<file path="config.mk">
export PLATFORM = sky130hd
export DESIGN_NAME = cache_top
export DESIGN_NICKNAME = d
export VERILOG_FILES = /design/src/hw/mem_bus_pkg.sv /design/src/hw/cache_pkg.sv /design/src/hw/cache_be_req_if.sv /design/src/hw/cache_top.sv /design/src/hw/cache_control.sv /design/src/hw/cache_backend.sv /design/src/hw/cache_write_channel.sv /design/src/hw/cache_read_channel.sv /design/src/hw/cache_ram.sv
export VERILOG_INCLUDE_DIRS = /design/src /design/src/hw
export SDC_FILE = /design/constraint.sdc
export NUM_CORES = 2
export LEC_CHECK = 0
export ABC_AREA = 0
export BUFFER_PORTS_ARGS = -buffer_cell sky130_fd_sc_hd__buf_4
export CORE_MARGIN = 1
export CORE_UTILIZATION = 45
export CTS_BUF_LIST = sky130_fd_sc_hd__clkbuf_2 sky130_fd_sc_hd__clkbuf_4 sky130_fd_sc_hd__clkbuf_8
export DETAILED_ROUTE_END_ITERATION = 8
export PLACE_DENSITY_LB_ADDON = 0.3
export SLEW_MARGIN = 20
export SYNTH_ARGS = -nofsm -noshare
export SYNTH_HDL_FRONTEND = slang
export SYNTH_SLANG_ARGS = --single-unit
export TNS_END_PERCENT = 10
</file>
<file path="constraint.sdc">
create_clock -name clk_i -period 7.9 [get_ports clk_i]
set_input_delay 1.185 -clock clk_i [delete_from_list [all_inputs] [get_ports clk_i]]
set_output_delay 1.185 -clock clk_i [all_outputs]
set_load 0.02 [all_outputs]
</file>
<file path="src/hw/cache_config.svh">
`ifndef CACHE_CONFIG_SVH
`define CACHE_CONFIG_SVH

// wishbone byte address width
`define CACHE_ADDR_W 16
`define CACHE_DATA_W 32

// line and set geometry, as log2
`define CACHE_WORD_OFF_W 2
`define CACHE_SET_W 4

`define CACHE_BYTE_OFF_W ($clog2(`CACHE_DATA_W / 8))
`define CACHE_LINE_WORDS (1 << `CACHE_WORD_OFF_W)
`define CACHE_SETS (1 << `CACHE_SET_W)

`endif
</file>
<file path="src/hw/mem_bus_pkg.sv">
`include "cache_config.svh"

package mem_bus_pkg;

   localparam int LINE_ADDR_W = `CACHE_ADDR_W - `CACHE_WORD_OFF_W - `CACHE_BYTE_OFF_W;

   typedef logic [`CACHE_ADDR_W-1:0] mem_addr_t;
   typedef logic [`CACHE_DATA_W-1:0] mem_data_t;
   typedef logic [`CACHE_DATA_W/8-1:0] mem_strb_t;
   typedef logic [`CACHE_WORD_OFF_W-1:0] word_idx_t;

   // byte address without word and byte offset
   typedef logic [LINE_ADDR_W-1:0] line_addr_t;

endpackage

</file>
<file path="src/hw/cache_pkg.sv">
`include "cache_config.svh"

package cache_pkg;

   localparam int TAG_W = `CACHE_ADDR_W - `CACHE_SET_W - `CACHE_WORD_OFF_W - `CACHE_BYTE_OFF_W;

   typedef logic [TAG_W-1:0] tag_t;
   typedef logic [`CACHE_SET_W-1:0] set_t;
   typedef logic [`CACHE_SET_W+`CACHE_WORD_OFF_W-1:0] data_idx_t;  // set and word

   // wishbone byte address split into its cache fields
   typedef struct packed {
      tag_t                          tag;
      set_t                          set;
      logic [`CACHE_WORD_OFF_W-1:0]  word;
      logic [`CACHE_BYTE_OFF_W-1:0]  byte_off;
   } cache_addr_t;

   typedef struct packed {
      logic valid;
      tag_t tag;
   } tag_entry_t;

   typedef enum logic [2:0] {ST_IDLE, ST_LOOKUP, ST_FILL, ST_WRITE, ST_RESPOND} ctrl_state_e;

endpackage

</file>
<file path="src/hw/cache_be_req_if.sv">
`timescale 1ns/10ps

interface cache_be_req_if
   import mem_bus_pkg::*;
();
   logic       fill_req;         // one cycle pulse
   line_addr_t fill_line_addr;
   logic       wr_req;           // one cycle pulse
   mem_addr_t  wr_addr;
   mem_data_t  wr_data;
   mem_strb_t  wr_strb;

   logic       fill_word_valid;
   word_idx_t  fill_word_idx;
   mem_data_t  fill_word_data;
   logic       busy;             // request fields must hold while high

   modport ctrl (
      output fill_req, fill_line_addr, wr_req, wr_addr, wr_data, wr_strb,
      input  fill_word_valid, fill_word_idx, fill_word_data, busy
   );

   modport be (
      input  fill_req, fill_line_addr, wr_req, wr_addr, wr_data, wr_strb,
      output fill_word_valid, fill_word_idx, fill_word_data, busy
   );

endinterface

</file>
<file path="src/hw/cache_top.sv">
`timescale 1ns/10ps
`include "cache_config.svh"

module cache_top
   import cache_pkg::*;
   import mem_bus_pkg::*;
(
   input  logic                       clk_i,
   input  logic                       arst_i,
   // wishbone classic slave
   input  logic                       wb_cyc_i,
   input  logic                       wb_stb_i,
   input  logic                       wb_we_i,
   input  logic [`CACHE_ADDR_W-1:0]   wb_adr_i,
   input  logic [`CACHE_DATA_W/8-1:0] wb_sel_i,
   input  logic [`CACHE_DATA_W-1:0]   wb_dat_i,
   output logic [`CACHE_DATA_W-1:0]   wb_dat_o,
   output logic                       wb_ack_o,
   // back-end memory bus
   output logic                       mem_valid_o,
   output mem_addr_t                  mem_addr_o,
   output logic                       mem_we_o,
   output mem_data_t                  mem_wdata_o,
   output mem_strb_t                  mem_wstrb_o,
   input  logic                       mem_ready_i,
   input  logic                       mem_rvalid_i,
   input  mem_data_t                  mem_rdata_i
);

   set_t       tag_addr;
   logic       tag_we;
   tag_entry_t tag_wdata, tag_rdata;
   data_idx_t  data_addr;
   logic       data_we;
   mem_data_t  data_wdata, data_rdata;

   cache_be_req_if be_req ();

   cache_control cache_control_inst (
      .clk_i(clk_i), .arst_i(arst_i),
      .wb_cyc_i(wb_cyc_i), .wb_stb_i(wb_stb_i), .wb_we_i(wb_we_i), .wb_adr_i(wb_adr_i),
      .wb_sel_i(wb_sel_i), .wb_dat_i(wb_dat_i), .wb_dat_o(wb_dat_o), .wb_ack_o(wb_ack_o),
      .tag_addr_o(tag_addr), .tag_we_o(tag_we), .tag_wdata_o(tag_wdata), .tag_rdata_i(tag_rdata),
      .data_addr_o(data_addr), .data_we_o(data_we), .data_wdata_o(data_wdata),
      .data_rdata_i(data_rdata), .req(be_req.ctrl)
   );

   cache_ram #(.entry_t(tag_entry_t), .DEPTH(`CACHE_SETS)) tag_ram_inst (
      .clk_i(clk_i), .addr_i(tag_addr), .we_i(tag_we), .wdata_i(tag_wdata), .rdata_o(tag_rdata)
   );

   cache_ram #(.entry_t(mem_data_t), .DEPTH(`CACHE_SETS * `CACHE_LINE_WORDS)) data_ram_inst (
      .clk_i(clk_i), .addr_i(data_addr), .we_i(data_we), .wdata_i(data_wdata),
      .rdata_o(data_rdata)
   );

   cache_backend cache_backend_inst (
      .clk_i(clk_i), .arst_i(arst_i), .req(be_req.be),
      .mem_valid_o(mem_valid_o), .mem_addr_o(mem_addr_o), .mem_we_o(mem_we_o),
      .mem_wdata_o(mem_wdata_o), .mem_wstrb_o(mem_wstrb_o), .mem_ready_i(mem_ready_i),
      .mem_rvalid_i(mem_rvalid_i), .mem_rdata_i(mem_rdata_i)
   );

endmodule

</file>
<file path="src/hw/cache_control.sv">
`timescale 1ns/10ps
`include "cache_config.svh"

module cache_control
   import cache_pkg::*;
   import mem_bus_pkg::*;
(
   input  logic          clk_i,
   input  logic          arst_i,
   input  logic          wb_cyc_i,
   input  logic          wb_stb_i,
   input  logic          wb_we_i,
   input  mem_addr_t     wb_adr_i,
   input  mem_strb_t     wb_sel_i,
   input  mem_data_t     wb_dat_i,
   output mem_data_t     wb_dat_o,
   output logic          wb_ack_o,
   output set_t          tag_addr_o,
   output logic          tag_we_o,
   output tag_entry_t    tag_wdata_o,
   input  tag_entry_t    tag_rdata_i,
   output data_idx_t     data_addr_o,
   output logic          data_we_o,
   output mem_data_t     data_wdata_o,
   input  mem_data_t     data_rdata_i,
   cache_be_req_if.ctrl  req
);

   ctrl_state_e state_q;
   cache_addr_t wb_adr, adr_q;
   logic        we_q;
   mem_strb_t   sel_q;
   mem_data_t   wdat_q, dat_q, merged;
   logic        ack_q;
   set_t        sweep_q;       // tag invalidation after reset
   logic        sweep_done_q;
   logic        start, hit, fill_done;

   assign wb_adr    = cache_addr_t'(wb_adr_i);
   // no new cycle while ack is out, the master drops stb after it
   assign start     = (state_q == ST_IDLE) & wb_cyc_i & wb_stb_i & ~ack_q & sweep_done_q;
   assign hit       = tag_rdata_i.valid & (tag_rdata_i.tag == adr_q.tag);
   assign fill_done = (state_q == ST_FILL) & ~req.busy;

   assign wb_ack_o = ack_q;
   assign wb_dat_o = dat_q;

   // read hit: lookup cycle, respond cycle, then ack
   assign req.fill_req       = (state_q == ST_LOOKUP) & ~we_q & ~hit;
   assign req.fill_line_addr = {adr_q.tag, adr_q.set};
   assign req.wr_req         = (state_q == ST_LOOKUP) & we_q;  // write-through, hit or miss
   assign req.wr_addr        = {adr_q.tag, adr_q.set, adr_q.word, {`CACHE_BYTE_OFF_W{1'b0}}};
   assign req.wr_data        = wdat_q;
   assign req.wr_strb        = sel_q;

   assign tag_we_o    = ~sweep_done_q | fill_done;
   assign tag_wdata_o = '{valid: sweep_done_q, tag: adr_q.tag};

   assign data_we_o    = ((state_q == ST_FILL) & req.fill_word_valid) |
                         ((state_q == ST_LOOKUP) & we_q & hit);
   assign data_wdata_o = (state_q == ST_FILL) ? req.fill_word_data : merged;

   always_comb begin
      for (int i = 0; i < $bits(mem_strb_t); i++) begin
         merged[8*i +: 8] = sel_q[i] ? wdat_q[8*i +: 8] : data_rdata_i[8*i +: 8];
      end
   end

   always_comb begin
      tag_addr_o  = adr_q.set;
      data_addr_o = {adr_q.set, adr_q.word};
      if (!sweep_done_q) begin
         tag_addr_o = sweep_q;
      end else if (state_q == ST_IDLE) begin
         tag_addr_o  = wb_adr.set;  // RAM read starts with the accepting edge
         data_addr_o = {wb_adr.set, wb_adr.word};
      end
      if (state_q == ST_FILL && req.fill_word_valid) begin
         data_addr_o = {adr_q.set, req.fill_word_idx};
      end
   end

   always_ff @(posedge clk_i or posedge arst_i) begin
      if (arst_i) begin
         state_q      <= ST_IDLE;
         ack_q        <= 1'b0;
         sweep_q      <= '0;
         sweep_done_q <= 1'b0;
      end else begin
         ack_q <= (state_q == ST_RESPOND);
         if (!sweep_done_q) begin
            sweep_q <= sweep_q + set_t'(1);
            if (&sweep_q) sweep_done_q <= 1'b1;
         end
         case (state_q)
            ST_IDLE: begin
               if (start) state_q <= ST_LOOKUP;
            end
            ST_LOOKUP: begin
               if (we_q) state_q <= ST_WRITE;
               else if (hit) state_q <= ST_RESPOND;
               else state_q <= ST_FILL;
            end
            ST_FILL: begin
               if (!req.busy) state_q <= ST_LOOKUP;  // tag written, look again
            end
            ST_WRITE: begin
               if (!req.busy) state_q <= ST_RESPOND;
            end
            ST_RESPOND: state_q <= ST_IDLE;
            default: state_q <= ST_IDLE;
         endcase
      end
   end

   always_ff @(posedge clk_i) begin
      if (start) begin
         adr_q  <= wb_adr;
         we_q   <= wb_we_i;
         sel_q  <= wb_sel_i;
         wdat_q <= wb_dat_i;
      end
      if (state_q == ST_LOOKUP && hit) dat_q <= data_rdata_i;
   end

endmodule

</file>
<file path="src/hw/cache_backend.sv">
`timescale 1ns/10ps

module cache_backend
   import mem_bus_pkg::*;
(
   input  logic       clk_i,
   input  logic       arst_i,
   cache_be_req_if.be req,
   output logic       mem_valid_o,
   output mem_addr_t  mem_addr_o,
   output logic       mem_we_o,
   output mem_data_t  mem_wdata_o,
   output mem_strb_t  mem_wstrb_o,
   input  logic       mem_ready_i,
   input  logic       mem_rvalid_i,
   input  mem_data_t  mem_rdata_i
);

   logic      wr_sel_q;  // bus owner, set by the last request taken
   logic      rd_valid, wr_valid;
   mem_addr_t rd_addr, wr_addr;
   logic      rd_busy, wr_busy;

   always_ff @(posedge clk_i or posedge arst_i) begin
      if (arst_i) begin
         wr_sel_q <= 1'b0;
      end else if (req.wr_req) begin
         wr_sel_q <= 1'b1;
      end else if (req.fill_req) begin
         wr_sel_q <= 1'b0;
      end
   end

   assign mem_valid_o = wr_sel_q ? wr_valid : rd_valid;
   assign mem_addr_o  = wr_sel_q ? wr_addr : rd_addr;
   assign mem_we_o    = wr_sel_q;
   assign req.busy    = rd_busy | wr_busy;

   cache_read_channel cache_read_channel_inst (
      .clk_i(clk_i), .arst_i(arst_i), .req(req), .busy_o(rd_busy),
      .mem_valid_o(rd_valid), .mem_addr_o(rd_addr), .mem_ready_i(mem_ready_i & ~wr_sel_q),
      .mem_rvalid_i(mem_rvalid_i), .mem_rdata_i(mem_rdata_i)
   );

   cache_write_channel cache_write_channel_inst (
      .clk_i(clk_i), .arst_i(arst_i), .req(req), .busy_o(wr_busy),
      .mem_valid_o(wr_valid), .mem_addr_o(wr_addr), .mem_wdata_o(mem_wdata_o),
      .mem_wstrb_o(mem_wstrb_o), .mem_ready_i(mem_ready_i & wr_sel_q)
   );

endmodule

</file>
<file path="src/hw/cache_write_channel.sv">
`timescale 1ns/10ps

module cache_write_channel
   import mem_bus_pkg::*;
(
   input  logic       clk_i,
   input  logic       arst_i,
   cache_be_req_if.be req,
   output logic       busy_o,
   output logic       mem_valid_o,
   output mem_addr_t  mem_addr_o,
   output mem_data_t  mem_wdata_o,
   output mem_strb_t  mem_wstrb_o,
   input  logic       mem_ready_i
);

   logic valid_q;

   // busy and valid are the same here, the write ends when ready is seen
   assign mem_valid_o = valid_q;
   assign busy_o      = valid_q;

   always_ff @(posedge clk_i or posedge arst_i) begin
      if (arst_i) begin
         valid_q <= 1'b0;
      end else if (req.wr_req) begin
         valid_q <= 1'b1;
      end else if (valid_q && mem_ready_i) begin
         valid_q <= 1'b0;
      end
   end

   always_ff @(posedge clk_i) begin
      if (req.wr_req) begin
         mem_addr_o  <= req.wr_addr;
         mem_wdata_o <= req.wr_data;
         mem_wstrb_o <= req.wr_strb;
      end
   end

endmodule

</file>
<file path="src/hw/cache_read_channel.sv">
`timescale 1ns/10ps
`include "cache_config.svh"

// line fill: one read outstanding at a time, the memory keeps ready low
// until it has returned rvalid for the accepted word
module cache_read_channel
   import mem_bus_pkg::*;
(
   input  logic       clk_i,
   input  logic       arst_i,
   cache_be_req_if.be req,
   output logic       busy_o,
   output logic       mem_valid_o,
   output mem_addr_t  mem_addr_o,
   input  logic       mem_ready_i,
   input  logic       mem_rvalid_i,
   input  mem_data_t  mem_rdata_i
);

   typedef enum logic [1:0] {RD_IDLE, RD_BURST, RD_END} rd_state_e;

   rd_state_e state_q;
   word_idx_t idx_q;       // words received so far
   word_idx_t word_cnt;    // word currently requested
   logic      pending_q;
   logic      got_word;
   logic      last_word;

   assign got_word  = (state_q == RD_BURST) & mem_rvalid_i & pending_q;
   assign last_word = &idx_q;

   assign mem_addr_o = {req.fill_line_addr, word_cnt, {`CACHE_BYTE_OFF_W{1'b0}}};

   assign req.fill_word_valid = got_word;
   assign req.fill_word_idx   = idx_q;
   assign req.fill_word_data  = mem_rdata_i;

   assign busy_o = (state_q != RD_IDLE);

   always_comb begin
      mem_valid_o = 1'b0;
      word_cnt    = '0;
      if (state_q == RD_BURST) begin
         mem_valid_o = ~(got_word & last_word);  // drop only with the last word
         word_cnt    = idx_q + word_idx_t'(got_word);
      end
   end

   always_ff @(posedge clk_i or posedge arst_i) begin
      if (arst_i) begin
         state_q   <= RD_IDLE;
         idx_q     <= '0;
         pending_q <= 1'b0;
      end else begin
         idx_q <= word_cnt;
         if (mem_valid_o && mem_ready_i) begin
            pending_q <= 1'b1;
         end else if (mem_rvalid_i) begin
            pending_q <= 1'b0;
         end
         case (state_q)
            RD_IDLE: begin
               if (req.fill_req) state_q <= RD_BURST;
            end
            RD_BURST: begin
               if (got_word && last_word) state_q <= RD_END;
            end
            RD_END: state_q <= RD_IDLE;  // end of handshake, busy still high
            default: state_q <= RD_IDLE;
         endcase
      end
   end

endmodule

</file>
<file path="src/hw/cache_ram.sv">
`timescale 1ns/10ps

module cache_ram #(
   parameter type entry_t = logic [31:0],
   parameter int  DEPTH   = 16
) (
   input  logic                     clk_i,
   input  logic [$clog2(DEPTH)-1:0] addr_i,
   input  logic                     we_i,
   input  entry_t                   wdata_i,
   output entry_t                   rdata_o
);

   entry_t mem_q [DEPTH];

   // registered read, a write shows its new value on the next cycle
   always_ff @(posedge clk_i) begin
      if (we_i) begin
         mem_q[addr_i] <= wdata_i;
         rdata_o       <= wdata_i;
      end else begin
         rdata_o <= mem_q[addr_i];
      end
   end

endmodule

</file>
# Yosys cells after proc, flatten, opt, wreduce, memory -nomap -nowiden
# Memories as Yosys holds them, arrays and structs flattened. A register that Yosys moved wholly into a read port is not among the register bits.
# Cells that the tools add are included.
word_totals:
  output_inout_bits: 87
  ff_bits: 149
  in_bits: 91
  word_cells: 110
  mem_bits_rw: 2192
  n_memories: 2
mem_list:
  columns: ["name", "depth", "word_bits", "rd", "rd_clocked_by_memory_dff", "wr", "line", "text"]
  rows:
  - ["data_ram_inst.mem_q", 64, 32, 1, 1, 1, "cache_ram.sv:14", "entry_t mem_q [DEPTH];"]
  - ["tag_ram_inst.mem_q", 16, 9, 1, 1, 1, "cache_ram.sv:14", null]
classes:
  n_bitwise: 26
  n_reduce_logical: 15
  eq_ne: 11
  add_sub_neg: 2
  n_mux: 35
ops:
  columns: ["operator", "count"]
  rows:
  - ["$mux W32", 1]
  - ["$mux W8", 4]
  - ["$mux W6", 3]
  - ["$and A1 B1 Y1", 16]
  - ["$mux W16", 1]
  - ["$mux W3", 5]
  - ["$mux W1", 14]
  - ["$pmux W3 S4", 1]
  - ["$eq A8 B8 Y1", 1]
  - ["$mux W4", 2]
  - ["$reduce_bool A2 Y1", 4]
  - ["$not A1 Y1", 7]
  - ["$eq A3 B2 Y1 const B", 2]
  - ["$mux W2", 3]
  - ["$ne A2 B2 Y1 const B", 3]
  - ["$logic_and A1 B1 Y1", 5]
  - ["$add A4 B1 Y4 const B", 1]
  - ["$ne A2 B1 Y1 const B", 2]
  - ["$pmux W2 S2", 1]
  - ["$reduce_and A2 Y1", 2]
  - ["$reduce_and A4 Y1", 1]
  - ["$eq A3 B1 Y1 const B", 1]
  - ["$eq A3 B3 Y1 const B", 1]
  - ["$logic_not A3 Y1", 1]
  - ["other kinds (5)", 7]

# Logic depth before layout (Yosys ltp)
logic_depth:
  ltp_word: 8
  mapped_depth: 11
  mapped_depth_nobuf: 8

# Least setup slack after synthesis
# OpenSTA, ideal clock, no wires.
synth_timing:
  path_kind: "flip-flop to flip-flop"
  from: "register cache_control_inst.state_q[2]"
  to: "memory data_ram_inst.mem_q[15][0] (netlist bit) (enable)"
  setup_time_ns: 0.461
  n_path_buf: 1
  slack_ns: 2.799
  synth_period_minus_slack_ns: 5.101
  required_ns: 7.439
  stages_incl_launch_ff: 9
  t_arrival_ns: 4.640
  path_cell_list: "dfrtp_1 > clkbuf_1 > nand2b_1 > nor2_1 > nand2_1 > inv_1 > and2_1 > a31oi_4 > nor3_1"
synth_via:
  elab_chain_len: 6
synth_rtl:
  columns: ["item", "line", "text"]
  rows:
  - ["start, declared", "cache_control.sv:29", "ctrl_state_e state_q;"]
  - ["start signal, assigned", "cache_control.sv:85", "state_q <= ST_IDLE;"]
  - ["start signal, assigned", "cache_control.sv:97", "if (start) state_q <= ST_LOOKUP;"]
  - ["start signal, assigned", "cache_control.sv:100", "if (we_q) state_q <= ST_WRITE;"]
  - ["$eq A3 B1 Y1", null, null]
  - ["$and A1 B1 Y1", null, null]
  - ["via be_req.wr_req", "cache_be_req_if.sv:8", "logic wr_req;"]
  - ["$and A1 B1 Y1", "cache_control.sv:60", "((state_q == ST_LOOKUP) & we_q & hit);"]
  - ["$or A1 B1 Y1", "cache_control.sv:59", "assign data_we_o = ((state_q == ST_FILL) & req.fill_word_valid) |"]
  - ["$mux W1", "cache_ram.sv:18", "if (we_i) begin"]
  - ["$mux W1 (implied by the code)", "cache_ram.sv:19", "mem_q[addr_i] <= wdata_i;"]
  - ["end, declared", "cache_ram.sv:14", null]
# The timed path passes the listed nets, and every way through them passes these cells.

# Worst setup path in the final report
layout_timing:
  from: "register cache_control_inst.sweep_done_q"
  to: "memory data_ram_inst.mem_q[4][24] (netlist bit) (enable)"
layout_via:
  elab_chain_len: 2
layout_rtl:
  columns: ["item", "line", "text"]
  rows:
  - ["start, declared", "cache_control.sv:36", "logic sweep_done_q;"]
  - ["start signal, assigned", "cache_control.sv:88", "sweep_done_q <= 1'b0;"]
  - ["start signal, assigned", "cache_control.sv:93", "if (&sweep_q) sweep_done_q <= 1'b1;"]
  - ["$mux W6", "cache_control.sv:72", "if (!sweep_done_q) begin"]
  - ["$mux W6", "cache_control.sv:78", "if (state_q == ST_FILL && req.fill_word_valid) begin"]
  - ["via cache_control_inst.data_addr_o[0]", "cache_control.sv:22", "output data_idx_t data_addr_o,"]
# The timed path passes the listed nets, and every way through them passes these cells.

==> impl_table.tex <==
\begin{tabular}{lr}
\hline
Metric & Value \\
\hline
\multicolumn{2}{l}{\textbf{Clock network}} \\
Max Root-Sink Buffers & 4 \\
Count of clock tree sinks & 2351 \\
H-tree depth & 5 \\
Resized Gates After CTS & 0 \\
Clock root cell & sky130\_fd\_sc\_hd\_\_clkbuf\_8 \\
Total CTS buffers & 382 \\
CTS tree & built \\
Count of buffers added by post-CTS timing repair for setup & 0 \\
Worst-path clk slew & 60 ps \\
Cts-stage hold buffer count & 0 \\
Clock insertion delay at the later pin of the skew report & 1070 ps \\
\multicolumn{2}{l}{\textbf{Finish}} \\
Area growth from synthesis to final layout & 14.2\% \\
Share of final-layout standard cells stronger than drive strength 1 & 35.0\% \\
Fin nets & 4447 \\
Non-filler cells, final & 7267 \\
Filler instances & 15300 \\
\multicolumn{2}{l}{\textbf{Yosys}} \\
Post-synth EDFFs & 2325 \\
Most frequent cells after synthesis & sky130\_fd\_sc\_hd\_\_edfxtp\_1 (2325), sky130\_fd\_sc\_hd\_\_mux4\_2 (624), sky130\_fd\_sc\_hd\_\_nor2\_1 (120) \\
Post-synthesis instance total & 3868 \\
Part of the Yosys area used for sequential elements & 78.4\% \\
Cell taking the most area after synthesis & sky130\_fd\_sc\_hd\_\_edfxtp\_1 \\
Count of synthesis-stage warnings from yosys & 0 \\
Number of register bits inferred by synthesis & 2351 \\
Leading register cell type out of synthesis & sky130\_fd\_sc\_hd\_\_edfxtp\_1 \\
Dominant cell by count in the synthesized netlist & sky130\_fd\_sc\_hd\_\_edfxtp\_1 \\
Portion of synthesized cell area occupied by the leading cell type & 77.8\% \\
Count of different cell masters after synthesis & 58 \\
Async S/R FF share, synth & 0.681\% \\
Average cell area after synthesis & 23.2 um\^{}2 \\
Top post-synthesis cells by area & sky130\_fd\_sc\_hd\_\_edfxtp\_1 (78\%), sky130\_fd\_sc\_hd\_\_mux4\_2 (16\%), sky130\_fd\_sc\_hd\_\_mux2i\_1 (0.79\%) \\
Cell Area, Synth & 89800 um\^{}2 \\
\multicolumn{2}{l}{\textbf{Power}} \\
Peak supply drop & 0.000298 V \\
Pwr per Cell Area & 351 nW/um\^{}2 \\
Leakage power figure & 32.3 nW \\
\multicolumn{2}{l}{\textbf{Setup path}} \\
Timing endpoint of the critical path & data\_ram\_inst.mem\_q[4][24] \\
Critical path class & reg -> reg \\
Type of element launching the critical path & flop \\
Slack of the worst reg-to-reg path & 2280 ps \\
Worst setup startpoint & cache\_control\_inst.sweep\_done\_q \\
Worst R2R End & data\_ram\_inst.mem\_q[4][24] \\
Critical R2R Launch & cache\_control\_inst.sweep\_done\_q \\
Data arrival time of the critical path & 6300 ps \\
Crit Path Max Fanout & 31 \\
Worst Reg2Reg Path Length in Cells & 9 \\
Data required time at the worst endpoint & 8580 ps \\
Type of element capturing the critical path & flop \\
\multicolumn{2}{l}{\textbf{Route}} \\
DRC violation total after the first TritonRoute iteration & 4036 \\
Total via count in the routed design & 42100 \\
Antenna-violating nets left & 0 \\
Routed WL per cell & 29.0 um \\
Drc violations & 0 \\
Total routed wirelength & 211000 um \\
Iteration count of the initial detailed-routing pass & 5 \\
Via/cell ratio & 5.79 \\
\multicolumn{2}{l}{\textbf{Placement}} \\
Routability cong. & 0.791 \\
Estimated wirelength of the detail-placed design & 117000 um \\
Port buffer count & 173 \\
Inst Count DP & 6609 \\
Setup slack after placement & 2410 ps \\
\multicolumn{2}{l}{\textbf{GRT}} \\
Vias in the first global route & 43700 \\
Largest net degree at the start of global routing & 99 \\
First-pass GRT wire length & 304000 um \\
Total global routing track utilization & 20.9\% \\
Initial antenna violation count & 5 \\
Total grt overflow & 0 \\
\multicolumn{2}{l}{\textbf{STA}} \\
Final clock period utilization by the worst path & 71.2\% \\
Tmin final & 5620 ps \\
Number of setup violations in the final report & 0 \\
Setup repair after global routing missed its margin & no \\
Worst-margin pin slew & 1160 ps \\
Highest clock frequency the design can meet & 178 MHz \\
Number of pins exceeding their max-slew limit in the final report & 0 \\
Clock skew & 75.8 ps \\
Final worst-path setup slack & 2280 ps \\
Setup TNS & 0 ps \\
Headroom to the max-slew limit & 20.3\% \\
Final number of hold-violating endpoints & 0 \\
Hold Slack & 234 ps \\
\multicolumn{2}{l}{\textbf{Floorplanning}} \\
Starting Density & 45.4\% \\
Num rows & 163 \\
Overall die height & 449 um \\
Full die area & 201000 um\^{}2 \\
Area of the core & 198000 um\^{}2 \\
Die X & 449 um \\
I/O pins & 178 \\
\multicolumn{2}{l}{\textbf{Hold path}} \\
Type of the most critical hold path & in -> async \\
\multicolumn{2}{l}{\textbf{Run status}} \\
Outcome & finished clean \\
\multicolumn{2}{l}{\textbf{Flow run}} \\
Max-cap violations & 0 \\
\hline
\end{tabular}
==> state kept, by name, indices dropped and copies added (netlist names), 2 cells and up, named ones only <==
signal                                                        cells
cache_control_inst.req.wr_addr                                    2
cache_control_inst.wb_dat_o                                      32
tag_ram_inst.mem_q                                              144
cache_control_inst.req.wr_strb                                    4
cache_control_inst.state_q                                        3
cache_control_inst.req.wr_data                                   32
cache_control_inst.sweep_q                                        4
cache_backend_inst.cache_write_channel_inst.mem_wdata_o          32
cache_backend_inst.cache_write_channel_inst.mem_wstrb_o           4
cache_backend_inst.cache_read_channel_inst.state_q                2
cache_control_inst.req.fill_line_addr                            12
cache_backend_inst.cache_read_channel_inst.req.fill_word_idx      2
data_ram_inst.mem_q                                            2048
cache_backend_inst.cache_write_channel_inst.mem_addr_o           14
==> layer usage <==
metal	GRT usage [%]	part of all wire (%)	vias up
li1	-	-	17500
met1	27.9	40	22600
met2	34.4	50	1740
met3	5.10	8.0	276
met4	5.92	2.2	0
met5	0	0	-
==> power by group <==
part	switching (mW)	internal, mW	leakage (nW)
clock	4.61	5.39	3.76
sequential	0.286	16.4	21.2
combinational	5.94	3.35	7.37
==> cell usage in the layout (no fill, tap or decap), types with 11 or more instances in the layout <==
cell type                     n
sky130_fd_sc_hd__buf_4      288
sky130_fd_sc_hd__mux2i_1     70
sky130_fd_sc_hd__nor3_1      11
sky130_fd_sc_hd__nor2b_1     23
sky130_fd_sc_hd__nand3_1     31
sky130_fd_sc_hd__a21oi_4     16
sky130_fd_sc_hd__nor2_4      60
sky130_fd_sc_hd__mux2_2      15
sky130_fd_sc_hd__mux4_2     624
sky130_fd_sc_hd__buf_12      11
sky130_fd_sc_hd__clkbuf_4   124
sky130_fd_sc_hd__nand2_1    100
sky130_fd_sc_hd__a211oi_1    14
sky130_fd_sc_hd__edfxtp_1  2325
sky130_fd_sc_hd__a22oi_1     86
sky130_fd_sc_hd__a21oi_1     62
sky130_fd_sc_hd__and2_1      14
sky130_fd_sc_hd__clkinv_2    31
sky130_fd_sc_hd__nor2_1      60
sky130_fd_sc_hd__o21ai_0     18
sky130_fd_sc_hd__clkbuf_8   389
sky130_fd_sc_hd__dfrtp_1     16
sky130_fd_sc_hd__clkinv_1    98
==> worst min path at each step <==
stage	start	end
floorplan	cache_control_inst.req.wr_strb[1]	flop
global placement	cache_control_inst.req.wr_data[8]	flop
detailed placement	cache_control_inst.req.wr_data[23]	flop
CTS	arst_i	cache_control_inst.state_q[0]
global route	arst_i	cache_backend_inst.mem_we_o
finish	arst_i	cache_control_inst.sweep_q[3]
==> layout make-up <==
cell class,count,area [um^2],share of cell area (%)
well taps,2640,3300,3.22
clock buffers,513,6280,6.13
clock inverters,142,808,0.788
diodes,2,5.00,0.00488
multi-input cells,1302,19100,18.7
repair buffers,304,2520,2.46
flip-flops and latches,2351,70400,68.7
inverters,13,56.3,0.0549
==> metrics by stage <==
stage               cell area (um^2)  util, %  total power, mW
detailed placement             95400     48.2             26.3
CTS                           102000     51.8             36.2
global placement               95200     48.1             26.1
global route                  103000     51.8             37.3
finish                        103000     51.8             36.0
floorplan                      89800        -             22.9
==> kinds of logic (layout without fill, tap and decap cells) <==
group / Yosys count / in the layout / synth area share [%]
muxes: 718 / 718 / 16.9
adders and majority gates: 2 / 2 / 0.0279
xor gates and xnor gates: 10 / 10 / 0.0975
AOI/OAI and AO/OA: 236 / 236 / 1.77
other: 1 / 4 / 0.00418
DFF: 2351 / 2351 / 78.4
buffers and inverters: 216 / 972 / 1.11
and+or+nand+nor: 334 / 334 / 1.70
==> worst max-delay path: stages, from the launching register on <==
cell,delay (ps)
sky130_fd_sc_hd__dfrtp_1,920
sky130_fd_sc_hd__nor4b_2,950
sky130_fd_sc_hd__mux2i_1,300
sky130_fd_sc_hd__nor2_1,60
sky130_fd_sc_hd__a21oi_1,730
sky130_fd_sc_hd__inv_1,300
sky130_fd_sc_hd__nor2_1,450
sky130_fd_sc_hd__nand2_1,230
sky130_fd_sc_hd__nor2_4,880
sky130_fd_sc_hd__buf_4,410
No activity file was read; power rests on OpenSTA's default activity.
